**config.mk**
```make
export PLATFORM = sky130hd
export DESIGN_NAME = retire_monitor_top
export DESIGN_NICKNAME = d
export VERILOG_FILES = /design/src/source/retire_mon_pkg.sv /design/src/source/monitor_ifs.sv /design/src/source/commit_classifier.sv /design/src/source/commit_checker.sv /design/src/source/segment_fsm.sv /design/src/source/segment_counters.sv /design/src/source/report_port.sv /design/src/source/retire_monitor_top.sv
export SDC_FILE = /design/constraint.sdc
export NUM_CORES = 1
export LEC_CHECK = 0
export ABC_AREA = 0
export CORE_ASPECT_RATIO = 1.5
export CORE_MARGIN = 2
export CORE_UTILIZATION = 69
export CTS_CLUSTER_SIZE = 16
export DETAILED_ROUTE_END_ITERATION = 8
export DONT_BUFFER_PORTS = 1
export PLACE_DENSITY = 0.85
export SETUP_SLACK_MARGIN = 0.2
export SLEW_MARGIN = 20
export SYNTH_ARGS = -nofsm -noshare
export SYNTH_HDL_FRONTEND = slang
export SYNTH_HIERARCHICAL = 1
export SYNTH_SLANG_ARGS = --single-unit
export TNS_END_PERCENT = 5
```
**constraint.sdc**
```tcl
create_clock -name itf -period 13.1 [get_ports itf]
set_input_delay 2.62 -clock itf [delete_from_list [all_inputs] [get_ports itf]]
set_output_delay 2.62 -clock itf [all_outputs]
set_load 0.005 [all_outputs]
```
**src/source/retire_mon_pkg.sv**
```systemverilog
`default_nettype none

package retire_mon_pkg;

    // data path widths
    localparam int xlen = 32;
    localparam int count_width = 32;
    localparam int warn_width = 8;
    localparam int fault_width = 3;

    typedef logic [xlen-1:0] inst_t;
    typedef logic [xlen-1:0] addr_t;
    typedef logic [xlen-1:0] order_t;
    typedef logic [count_width-1:0] count_t;
    typedef logic [warn_width-1:0] warn_t;
    typedef logic [fault_width-1:0] fault_t;

    // fault flag positions
    localparam int order_gap_bit = 0;
    localparam int pc_break_bit = 1;
    localparam int mismatch_bit = 2;

    // marker instructions encoded as slti x0 variants
    localparam inst_t seg_start_inst = 32'h0010_2013;
    localparam inst_t seg_stop_inst = 32'h0020_2013;
    localparam inst_t mismatch_inst = 32'hFF60_2013;
    localparam inst_t warn_inst = 32'hFF50_2013;
    localparam inst_t halt_inst = 32'hF000_2013;

    // beq x0, x0, 0 and jal x0, 0
    localparam inst_t branch_loop_inst = 32'h0000_0063;
    localparam inst_t jump_loop_inst = 32'h0000_006F;

    typedef enum logic [1:0] {
        seg_idle,
        seg_run,
        seg_report,
        seg_halt
    } seg_state_t;

endpackage

`default_nettype wire

```
**src/source/monitor_ifs.sv**
```systemverilog
`default_nettype none

interface retire_if;
    import retire_mon_pkg::*;

    logic valid;
    order_t order;
    inst_t inst;
    addr_t pc_rdata;
    addr_t pc_wdata;

    modport sink (input valid, order, inst, pc_rdata, pc_wdata);
    modport source (output valid, order, inst, pc_rdata, pc_wdata);
endinterface

interface commit_event_if;
    logic ev_valid;
    logic ev_start;
    logic ev_stop;
    logic ev_halt;
    logic ev_mismatch;
    logic ev_warn;

    modport producer (output ev_valid, ev_start, ev_stop, ev_halt, ev_mismatch, ev_warn);
    modport consumer (input ev_valid, ev_start, ev_stop, ev_halt, ev_mismatch, ev_warn);
endinterface

`default_nettype wire

```
**src/source/commit_classifier.sv**
```systemverilog
`default_nettype none

module commit_classifier (
    input wire logic itf,
    input wire logic reset,
    retire_if.sink rt,
    commit_event_if.producer ev
);
    import retire_mon_pkg::*;

    logic is_start;
    logic is_stop;
    logic is_mismatch;
    logic is_warn;
    logic is_halt;

    // marker decode on the raw commit
    always_comb begin
        is_start = (rt.inst == seg_start_inst);
        is_stop = (rt.inst == seg_stop_inst);
        is_mismatch = (rt.inst == mismatch_inst);
        is_warn = (rt.inst == warn_inst);
        // halt marker or a core spinning on itself
        is_halt = (rt.inst == halt_inst)
            || (rt.inst == branch_loop_inst)
            || (rt.inst == jump_loop_inst)
            || (rt.pc_rdata == rt.pc_wdata);
    end

    always_ff @(posedge itf) begin
        if (reset) begin
            ev.ev_valid <= 1'b0;
            ev.ev_start <= 1'b0;
            ev.ev_stop <= 1'b0;
            ev.ev_halt <= 1'b0;
            ev.ev_mismatch <= 1'b0;
            ev.ev_warn <= 1'b0;
        end else begin
            ev.ev_valid <= rt.valid;
            ev.ev_start <= rt.valid && is_start;
            ev.ev_stop <= rt.valid && is_stop;
            ev.ev_halt <= rt.valid && is_halt;
            ev.ev_mismatch <= rt.valid && is_mismatch;
            ev.ev_warn <= rt.valid && is_warn;
        end
    end

endmodule

`default_nettype wire

```
**src/source/commit_checker.sv**
```systemverilog
`default_nettype none

module commit_checker (
    input wire logic itf,
    input wire logic reset,
    retire_if.sink rt,
    commit_event_if.consumer ev,
    input wire logic halted,
    output retire_mon_pkg::fault_t fault
);
    import retire_mon_pkg::*;

    order_t prev_order;
    addr_t prev_pc;
    logic baseline;
    logic frozen;
    logic order_gap;
    logic pc_break;

    // event register still shows the halt commit one cycle before halted rises
    assign frozen = halted || (ev.ev_valid && ev.ev_halt);

    assign order_gap = (rt.order != order_t'(prev_order + 1'b1));
    assign pc_break = (rt.pc_rdata != prev_pc);

    always_ff @(posedge itf) begin
        if (reset) begin
            baseline <= 1'b0;
        end else if (rt.valid && !frozen) begin
            baseline <= 1'b1;
        end
    end

    // previous commit is only meaningful once baseline is set
    always_ff @(posedge itf) begin
        if (rt.valid && !frozen) begin
            prev_order <= rt.order;
            prev_pc <= rt.pc_wdata;
        end
    end

    always_ff @(posedge itf) begin
        if (reset) begin
            fault <= '0;
        end else if (!frozen) begin
            if (rt.valid && baseline && order_gap) begin
                fault[order_gap_bit] <= 1'b1;
            end
            if (rt.valid && baseline && pc_break) begin
                fault[pc_break_bit] <= 1'b1;
            end
            if (ev.ev_valid && ev.ev_mismatch) begin
                fault[mismatch_bit] <= 1'b1;
            end
        end
    end

endmodule

`default_nettype wire

```
**src/source/segment_fsm.sv**
```systemverilog
`default_nettype none

module segment_fsm (
    input wire logic itf,
    input wire logic reset,
    commit_event_if.consumer ev,
    input wire logic busy,
    output logic clear_counts,
    output logic counting,
    output logic load_report,
    output logic halted
);
    import retire_mon_pkg::*;

    seg_state_t state;
    logic start_seen;
    logic stop_seen;
    logic halt_seen;

    assign halt_seen = ev.ev_valid && ev.ev_halt;
    // halt wins over any marker on the same commit
    assign start_seen = ev.ev_valid && ev.ev_start && !halt_seen;
    assign stop_seen = ev.ev_valid && ev.ev_stop && !halt_seen;

    always_ff @(posedge itf) begin
        if (reset) begin
            state <= seg_idle;
            load_report <= 1'b0;
        end else begin
            load_report <= 1'b0;
            if (halt_seen) begin
                state <= seg_halt;
            end else begin
                unique case (state)
                    seg_idle: begin
                        if (start_seen) begin
                            state <= seg_run;
                        end
                    end
                    seg_run: begin
                        // a second start just restarts the segment
                        if (stop_seen) begin
                            state <= seg_report;
                            load_report <= 1'b1;
                        end
                    end
                    seg_report: begin
                        // markers ignored until the result is taken
                        if (!busy) begin
                            state <= seg_idle;
                        end
                    end
                    seg_halt: begin
                        state <= seg_halt;
                    end
                    default: begin
                        state <= seg_idle;
                    end
                endcase
            end
        end
    end

    assign clear_counts = start_seen && ((state == seg_idle) || (state == seg_run));
    assign counting = (state == seg_run);
    assign halted = (state == seg_halt);

endmodule

`default_nettype wire

```
**src/source/segment_counters.sv**
```systemverilog
`default_nettype none

module segment_counters (
    input wire logic itf,
    input wire logic reset,
    commit_event_if.consumer ev,
    input wire logic clear_counts,
    input wire logic counting,
    input wire logic halted,
    output retire_mon_pkg::count_t inst_count,
    output retire_mon_pkg::count_t cycle_count,
    output retire_mon_pkg::warn_t warn_count
);

    logic warn_hit;

    // halt commit carries no warning
    assign warn_hit = ev.ev_valid && ev.ev_warn && !ev.ev_halt && !halted;

    always_ff @(posedge itf) begin
        if (reset) begin
            inst_count <= '0;
            cycle_count <= '0;
        end else if (clear_counts) begin
            inst_count <= '0;
            cycle_count <= '0;
        end else if (counting) begin
            // both counts wrap
            cycle_count <= cycle_count + 1'b1;
            if (ev.ev_valid && !ev.ev_start) begin
                inst_count <= inst_count + 1'b1;
            end
        end
    end

    always_ff @(posedge itf) begin
        if (reset) begin
            warn_count <= '0;
        end else if (warn_hit && !(&warn_count)) begin
            // saturate at all ones
            warn_count <= warn_count + 1'b1;
        end
    end

endmodule

`default_nettype wire

```
**src/source/report_port.sv**
```systemverilog
`default_nettype none

module report_port (
    input wire logic itf,
    input wire logic reset,
    input wire logic load_report,
    input retire_mon_pkg::count_t inst_count,
    input retire_mon_pkg::count_t cycle_count,
    output logic busy,
    output logic report_req,
    input wire logic report_ack,
    output retire_mon_pkg::count_t report_insts,
    output retire_mon_pkg::count_t report_cycles
);

    typedef enum logic [1:0] {
        idle,
        req_high,
        wait_ack_low
    } port_state_t;

    port_state_t state;

    always_ff @(posedge itf) begin
        if (reset) begin
            state <= idle;
        end else begin
            unique case (state)
                idle: begin
                    if (load_report) begin
                        state <= req_high;
                    end
                end
                req_high: begin
                    if (report_ack) begin
                        state <= wait_ack_low;
                    end
                end
                wait_ack_low: begin
                    // four-phase return to zero
                    if (!report_ack) begin
                        state <= idle;
                    end
                end
                default: begin
                    state <= idle;
                end
            endcase
        end
    end

    // result registers held while req is up
    always_ff @(posedge itf) begin
        if ((state == idle) && load_report) begin
            report_insts <= inst_count;
            report_cycles <= cycle_count;
        end
    end

    assign report_req = (state == req_high);
    // load_report covers the cycle before req rises
    assign busy = (state != idle) || load_report;

endmodule

`default_nettype wire

```
**src/source/retire_monitor_top.sv**
```systemverilog
`default_nettype none

module retire_monitor_top (
    input wire logic itf,
    input wire logic reset,
    input wire logic commit_valid,
    input retire_mon_pkg::order_t commit_order,
    input retire_mon_pkg::inst_t commit_inst,
    input retire_mon_pkg::addr_t commit_pc_rdata,
    input retire_mon_pkg::addr_t commit_pc_wdata,
    input wire logic report_ack,
    output logic halt,
    output retire_mon_pkg::fault_t fault,
    output retire_mon_pkg::warn_t warn_count,
    output logic report_req,
    output retire_mon_pkg::count_t report_insts,
    output retire_mon_pkg::count_t report_cycles
);
    import retire_mon_pkg::*;

    logic clear_counts;
    logic counting;
    logic load_report;
    logic halted;
    logic busy;
    count_t inst_count;
    count_t cycle_count;

    retire_if rt ();
    commit_event_if ev ();

    assign rt.valid = commit_valid;
    assign rt.order = commit_order;
    assign rt.inst = commit_inst;
    assign rt.pc_rdata = commit_pc_rdata;
    assign rt.pc_wdata = commit_pc_wdata;

    assign halt = halted;

    commit_classifier u_classifier (
        .itf(itf), .reset(reset), .rt(rt.sink), .ev(ev.producer)
    );

    commit_checker u_checker (
        .itf(itf), .reset(reset), .rt(rt.sink), .ev(ev.consumer),
        .halted(halted), .fault(fault)
    );

    segment_fsm u_fsm (
        .itf(itf), .reset(reset), .ev(ev.consumer), .busy(busy),
        .clear_counts(clear_counts), .counting(counting),
        .load_report(load_report), .halted(halted)
    );

    segment_counters u_counters (
        .itf(itf), .reset(reset), .ev(ev.consumer),
        .clear_counts(clear_counts), .counting(counting), .halted(halted),
        .inst_count(inst_count), .cycle_count(cycle_count), .warn_count(warn_count)
    );

    report_port u_report (
        .itf(itf), .reset(reset), .load_report(load_report),
        .inst_count(inst_count), .cycle_count(cycle_count), .busy(busy),
        .report_req(report_req), .report_ack(report_ack),
        .report_insts(report_insts), .report_cycles(report_cycles)
    );

endmodule

`default_nettype wire

```
## Word level (Yosys, flattened, before mapping)

Index checks and enable logic that the tools add are counted.

| operators by class | value |
|---|---|
| $add $sub $neg | 4 |
| equality and inequality tests | 21 |
| multiplexer cells | 10 |
| bitwise gates (word level) | 2 |
| reduce and logical (&&, ||, !) cells | 46 |

Operators by type and width:

| kind | number |
|---|---|
| $add A32 B1 Y32 const B | 3 |
| $eq A32 B32 Y1 const B | 3 |
| $eq A32 B7 Y1 const B | 2 |
| $ne A32 B32 Y1 | 2 |
| $eq A32 B21 Y1 const B | 1 |
| $eq A32 B22 Y1 const B | 1 |
| $eq A32 B32 Y1 | 1 |
| $logic_and A1 B1 Y1 | 22 |
| $mux W2 | 7 |
| $add A8 B1 Y8 const B | 1 |
| $pmux W2 S4 | 1 |
| $reduce_and A2 Y1 | 4 |
| $reduce_and A8 Y1 | 1 |
| $eq A2 B2 Y1 const B | 3 |
| $logic_not A1 Y1 | 6 |
| $logic_or A1 B1 Y1 | 6 |
| $ne A2 B2 Y1 const B | 3 |
| $ne A3 B1 Y1 const B | 2 |
| $pmux W2 S3 | 1 |
| $reduce_and A3 Y1 | 2 |
| $eq A2 B1 Y1 const B | 2 |
| $logic_not A2 Y1 | 2 |
| $ne A3 B3 Y1 const B | 1 |
| $reduce_or A3 Y1 | 1 |
| other kinds (4) | 5 |

| storage, ports and cells | value |
|---|---|
| register bits | 215 |
| bits of input ports | 132 |
| output and inout port bits | 77 |

## Logic depth before layout (Yosys ltp)

| depth | value |
|---|---|
| depth after elaboration | 6 |
| mapped depth | 10 |
| depth with buffers taken out | 8 |

## Hierarchy

Netlist, hierarchy kept.

By module, submodules not included:

| module | times used | cells an instance | area each (µm²) | sequential area each (µm²) |
|---|---|---|---|---|
| commit_checker | 1 | 297 | 3638.5 | 2001.9 |
| segment_counters | 1 | 401 | 3454.6 | 1441.4 |
| report_port | 1 | 74 | 2023.2 | 1961.9 |
| commit_classifier | 1 | 78 | 673.1 | 120.1 |
| segment_fsm | 1 | 24 | 230.2 | 60.1 |

## Worst setup path after synthesis

OpenSTA, ideal clock, no wires.

| timing | value |
|---|---|
| kind | input to register |
| start point | in commit_valid |
| end point | reg u_checker.fault[0] |
| library setup time | 0.070 ns |
| arrival time | 8.304 ns |
| required time | 13.030 ns |
| slack | 4.726 ns |
| cell stages on the path | 5 |
| cells stage by stage | inv_1 > a211oi_1 > a21oi_1 > or2_2 > a21oi_1 |

| on the way | value |
|---|---|
| word-level cells in the longest chain between the ends | 3 |

Ends and longest elaborated chain:

| what | line | text |
|---|---|---|
| from (decl) | retire_monitor_top.sv:6 | `input wire logic commit_valid,` |
| $logic_and A1 B1 Y1 (2 in a row) | commit_checker.sv:46 | `if (rt.valid && baseline && order_gap) begin` |
| $reduce_and A2 Y1 (no source line) | n/a |  |
| to (signal assigned) | commit_checker.sv:44 | `fault <= '0;` |
| to (signal, indexed assignment) | commit_checker.sv:47 | `fault[order_gap_bit] <= 1'b1;` |
| to (signal, indexed assignment) | commit_checker.sv:50 | `fault[pc_break_bit] <= 1'b1;` |
| to (decl) | commit_checker.sv:9 | `output retire_mon_pkg::fault_t fault` |

No other way between the ends.
A chain may end at the register's enable or synchronous reset.

## Worst setup path after layout

| timing | value |
|---|---|
| start point | in commit_inst[7] |
| end point | reg u_classifier.ev.ev_warn |

| on the way | value |
|---|---|
| word-level cells in the longest chain between the ends | 2 |

Ends and longest elaborated chain:

| what | line | text |
|---|---|---|
| from (decl) | retire_monitor_top.sv:8 | `input retire_mon_pkg::inst_t commit_inst,` |
| $eq A32 B32 Y1 | commit_classifier.sv:22 | `is_warn = (rt.inst == warn_inst);` |
| $logic_and A1 B1 Y1 | commit_classifier.sv:44 | `ev.ev_warn <= rt.valid && is_warn;` |
| to (signal assigned) | commit_classifier.sv:44 |  |
| to (decl) | monitor_ifs.sv:24 | `modport producer (output ev_valid, ev_start, ev_stop, ev_halt, ev_mismatch, ev_warn);` |

No other way between the ends.

==> impl_results.md <==
* Detailed-routing iteration count for the pre-antenna-repair pass at 6
* Post-Route Setup TNS at 0 ps
* CP Class: in2reg
* Worst reg2reg startpoint: u_fsm/state[1]$_SDFFE_PP0P_
* Worst R2R Setup Slack at 10,160 ps
* Post-CTS setup buffers at 0
* Highest attainable clock frequency at 227 MHz
* Max_cap viols at 0
* Initial core utilization at 70.9%
* Dpl cells at 1,045
* Synth top area cells: edfxtp_1 38%, dfxtp_1 17%, xnor2_1 9.2%
* Worst Path Max Fanout at 2
* Vias per std cell at 6.66
* Critical path's slowest cell: or4_1
* Clock latency on the worst-skew pair at 490 ps
* Mean instance size in the synthesized netlist at 11.5 um^2
* Headroom to the max-slew limit at 44.2%
* CTS-repair resized insts at 0
* Die outline width at 102 um
* FP Rows at 53
* Half-perimeter wire length after placement at 15,100 um
* Root buffer selected by CTS: clkbuf_16
* Total buffers and inverters traversed by the critical path at 0
* Bufs on Longest Clock Path at 3
* Required time of the critical path at 13,510 ps
* Slowest Stage Delay on Critical Path at 550 ps
* Ratio of final minimum period to clock period at 33.6%
* Leakage at 0.00340 uW
* Count of port buffers added during placement at 0
* Residual antenna-violating net count after detailed routing at 0
* Library cell appearing most often on the critical path: or4_1
* Actual transition at the worst max-transition pin at 825 ps
* Clk_skew at 15.4 ps
* Overflow left after global routing at 0
* Depth of the worst register-to-register path at 6
* Hold buffer count at CTS at 0
* Pwr/cell area at 136 mW/mm^2
* Drt first-iter violations at 367
* Crit-path leading delay family: simple AND/OR/NAND/NOR gates
* Largest net degree at the start of global routing at 68
* Post-synthesis sequential area ratio at 55.7%
* Post-Synthesis Net Count at 1,014
* Async set-reset flop share out of synthesis at 0%
* Type of element capturing the critical path: flip-flop
* Number of hold violations in the final report at 0
* Mean routed wirelength per cell at 19.9 um
* Nature of the critical path startpoint: input pin
* Final Setup Violations at 0
* Global-route wire length before repair at 34,000 um
* TritonCTS Buffers at 20
* Fill cell count at 878
* Primary FF master, synth: edfxtp_1
* Wire length after detailed routing at 21,500 um
* Setup repair after global routing missed its margin: false
* Final weighted congestion of routability-driven global placement at 0.878
* Hold EP: u_report/report_cycles[31]$_DFFE_PP_
* Cell type with the highest aggregate area in the netlist: edfxtp_1
* Std-Cell Core Area at 0.0141 mm^2
* Clock-pin slew reported for the worst setup and hold paths after clock tree synthesis at 60 ps
* Final net count at 1,015
* Hold slack at 445 ps
* Proportion of netlist area held by the largest area contributor at 38.4%
* Number of synthesized flops with an enable pin at 128
* Number of slew-limit violations in the final report at 0
* Synth Instances at 874
* Number of antenna violations at the first check in global routing at 0
* All-layer global routing usage at 27.2%
* Top Ports at 209
* Diode count at 0
* P&R area growth vs syn at 8.45%
* Max H-tree Level at 1
* Fraction of layout instances using a drive strength above 1 at 6.75%
* Time the worst path needs with I/O delays and setup at 4400 ps
* Result of the run: finished clean
* Worst path cell trace: or4_1 -> or4_1 -> or3_1 -> or4_4 -> nor3b_1
* Floorplan die area at 0.0155 mm^2
* Distinct cells, synth at 70
* Yosys warning total at 6
* Cells on Worst Hold Path at 0
* IR drop worst, VDD at 0.121 mV
* Number of global-route vias before repair at 7,257
* Layout Cells excl Fill at 1,081
* Clock tree from TritonCTS: done
* Destination of the worst register-to-register timing path: u_counters/inst_count[29]$_SDFFE_PP0P_
* Die height at 152 um
* Clock net sink count at 215
* Path class of the lowest-slack min-delay path: reg2reg
* HP Start: u_counters/cycle_count[31]$_SDFFE_PP0P_
* Number of design rule violations left after detail routing at 0
* Yosys reg bits at 215
* Arrival time worst endpoint at 4810 ps
* Netlist area before placement at 0.0100 mm^2
* Count of vias placed by the detailed router at 7,204
[layout make-up]
class | instances | area (um^2) | area share (%)
inverter | 20 | 75.1 | 0.691
timing repair buffer | 2 | 15.0 | 0.138
clock buffer | 28 | 614 | 5.65
sequential | 215 | 5590 | 51.4
tap | 192 | 240 | 2.21
clock inverter | 8 | 77.6 | 0.714
multi-input combinational | 616 | 4260 | 39.2
[cells in the final DEF (no fill, tap or decap), types with 5 or more instances in the layout]
cell type  Yosys  layout
edfxtp_1     128     128
xnor2_1      105     105
dfxtp_1       87      87
nor2_1        50      50
nand2_1       46      46
a21oi_1       45      45
nand4_1       42      42
nand3_1       29      29
or4_1         29      29
xor2_1        27      27
clkbuf_16      0      23
or3_1         21      21
nor3_1        21      21
o31ai_1       21      21
inv_1         20      20
nor4_1        22      20
o21ai_0       20      20
and4_1        12      12
mux2i_1       10      10
ha_1           8       8
and2_1         7       7
o211ai_1       7       7
a31oi_1        7       7
and3_1         5       5
o41ai_1        5       5
nand3b_1       5       5
a211oi_1       6       5
[worst max-delay path by stage]
stage	slack [ps]	to	cells after the start	from
floorplan	4730	u_checker/fault[0]$_SDFFE_PP0P_	5	commit_valid
global placement	8270	u_classifier/ev.ev_warn$_SDFF_PP0_	5	commit_inst[7]
detailed placement	8210	u_classifier/ev.ev_warn$_SDFF_PP0_	5	commit_inst[7]
CTS	8720	u_classifier/ev.ev_warn$_SDFF_PP0_	5	commit_inst[7]
global route	8650	u_classifier/ev.ev_warn$_SDFF_PP0_	5	commit_inst[7]
finish	8700	u_classifier/ev.ev_warn$_SDFF_PP0_	5	commit_inst[7]
[synthesized netlist by cell type, types with 13 or more instances]
| cell type | n |
|---|---|
| a21oi_1 | 45 |
| xnor2_1 | 105 |
| inv_1 | 20 |
| nor2_1 | 50 |
| dfxtp_1 | 87 |
| clkbuf_1 | 13 |
| nor3_1 | 21 |
| nand2_1 | 46 |
| nor4_1 | 22 |
| or3_1 | 21 |
| edfxtp_1 | 128 |
| xor2_1 | 27 |
| nand4_1 | 42 |
| o21ai_0 | 20 |
| or4_1 | 29 |
| nand3_1 | 29 |
| o31ai_1 | 21 |
[power by group]
part | internal [uW] | switching (uW)
Combinational | 56.2 | 65.7
Sequential | 741 | 22.4
Clock | 350 | 243
Total | 1150 | 331
[per-stage QoR]
stage	worst slack [ps]	utilization [%]	area [um^2]	power [uW]
2_1_floorplan	4730	-	10000	875
3_3_place_gp	8270	71.9	10200	886
3_5_place_dp	8210	71.9	10200	896
4_1_cts	8720	76.8	10900	1480
5_1_grt	8650	76.9	10900	1520
6_report	8700	76.9	10900	1480
[metal layers]
layer	vias up	track usage, %	wire length, um
met1	3457	29.9	7810
li1	3317	-	-
met2	348	49.6	11400
met5	-	0	0
met4	0	11.3	821
met3	82	6.56	1530
[state kept, by name, summed over array words and instances, names as in the netlist, 3 cells and up]
name and cells:
u_checker/prev_pc 32, u_checker/fault 3, u_report/report_insts 32, u_checker/prev_order 32, u_counters/warn_count 8, u_counters/cycle_count 32
u_report/report_cycles 32, u_counters/inst_count 32
[kinds of logic (layout without fill, tap and decap cells)]
kind of cell,count (synthesis),in the layout,share of synthesized area [%]
simple gates,331,331,19.9
buf+inv,43,58,2.07
xor+xnor,132,132,11.5
mux,11,11,1.11
flops,215,215,55.7
compound gates,134,134,8.68
fa+ha+maj,8,8,0.999
Power figures use the tool's default switching activity.
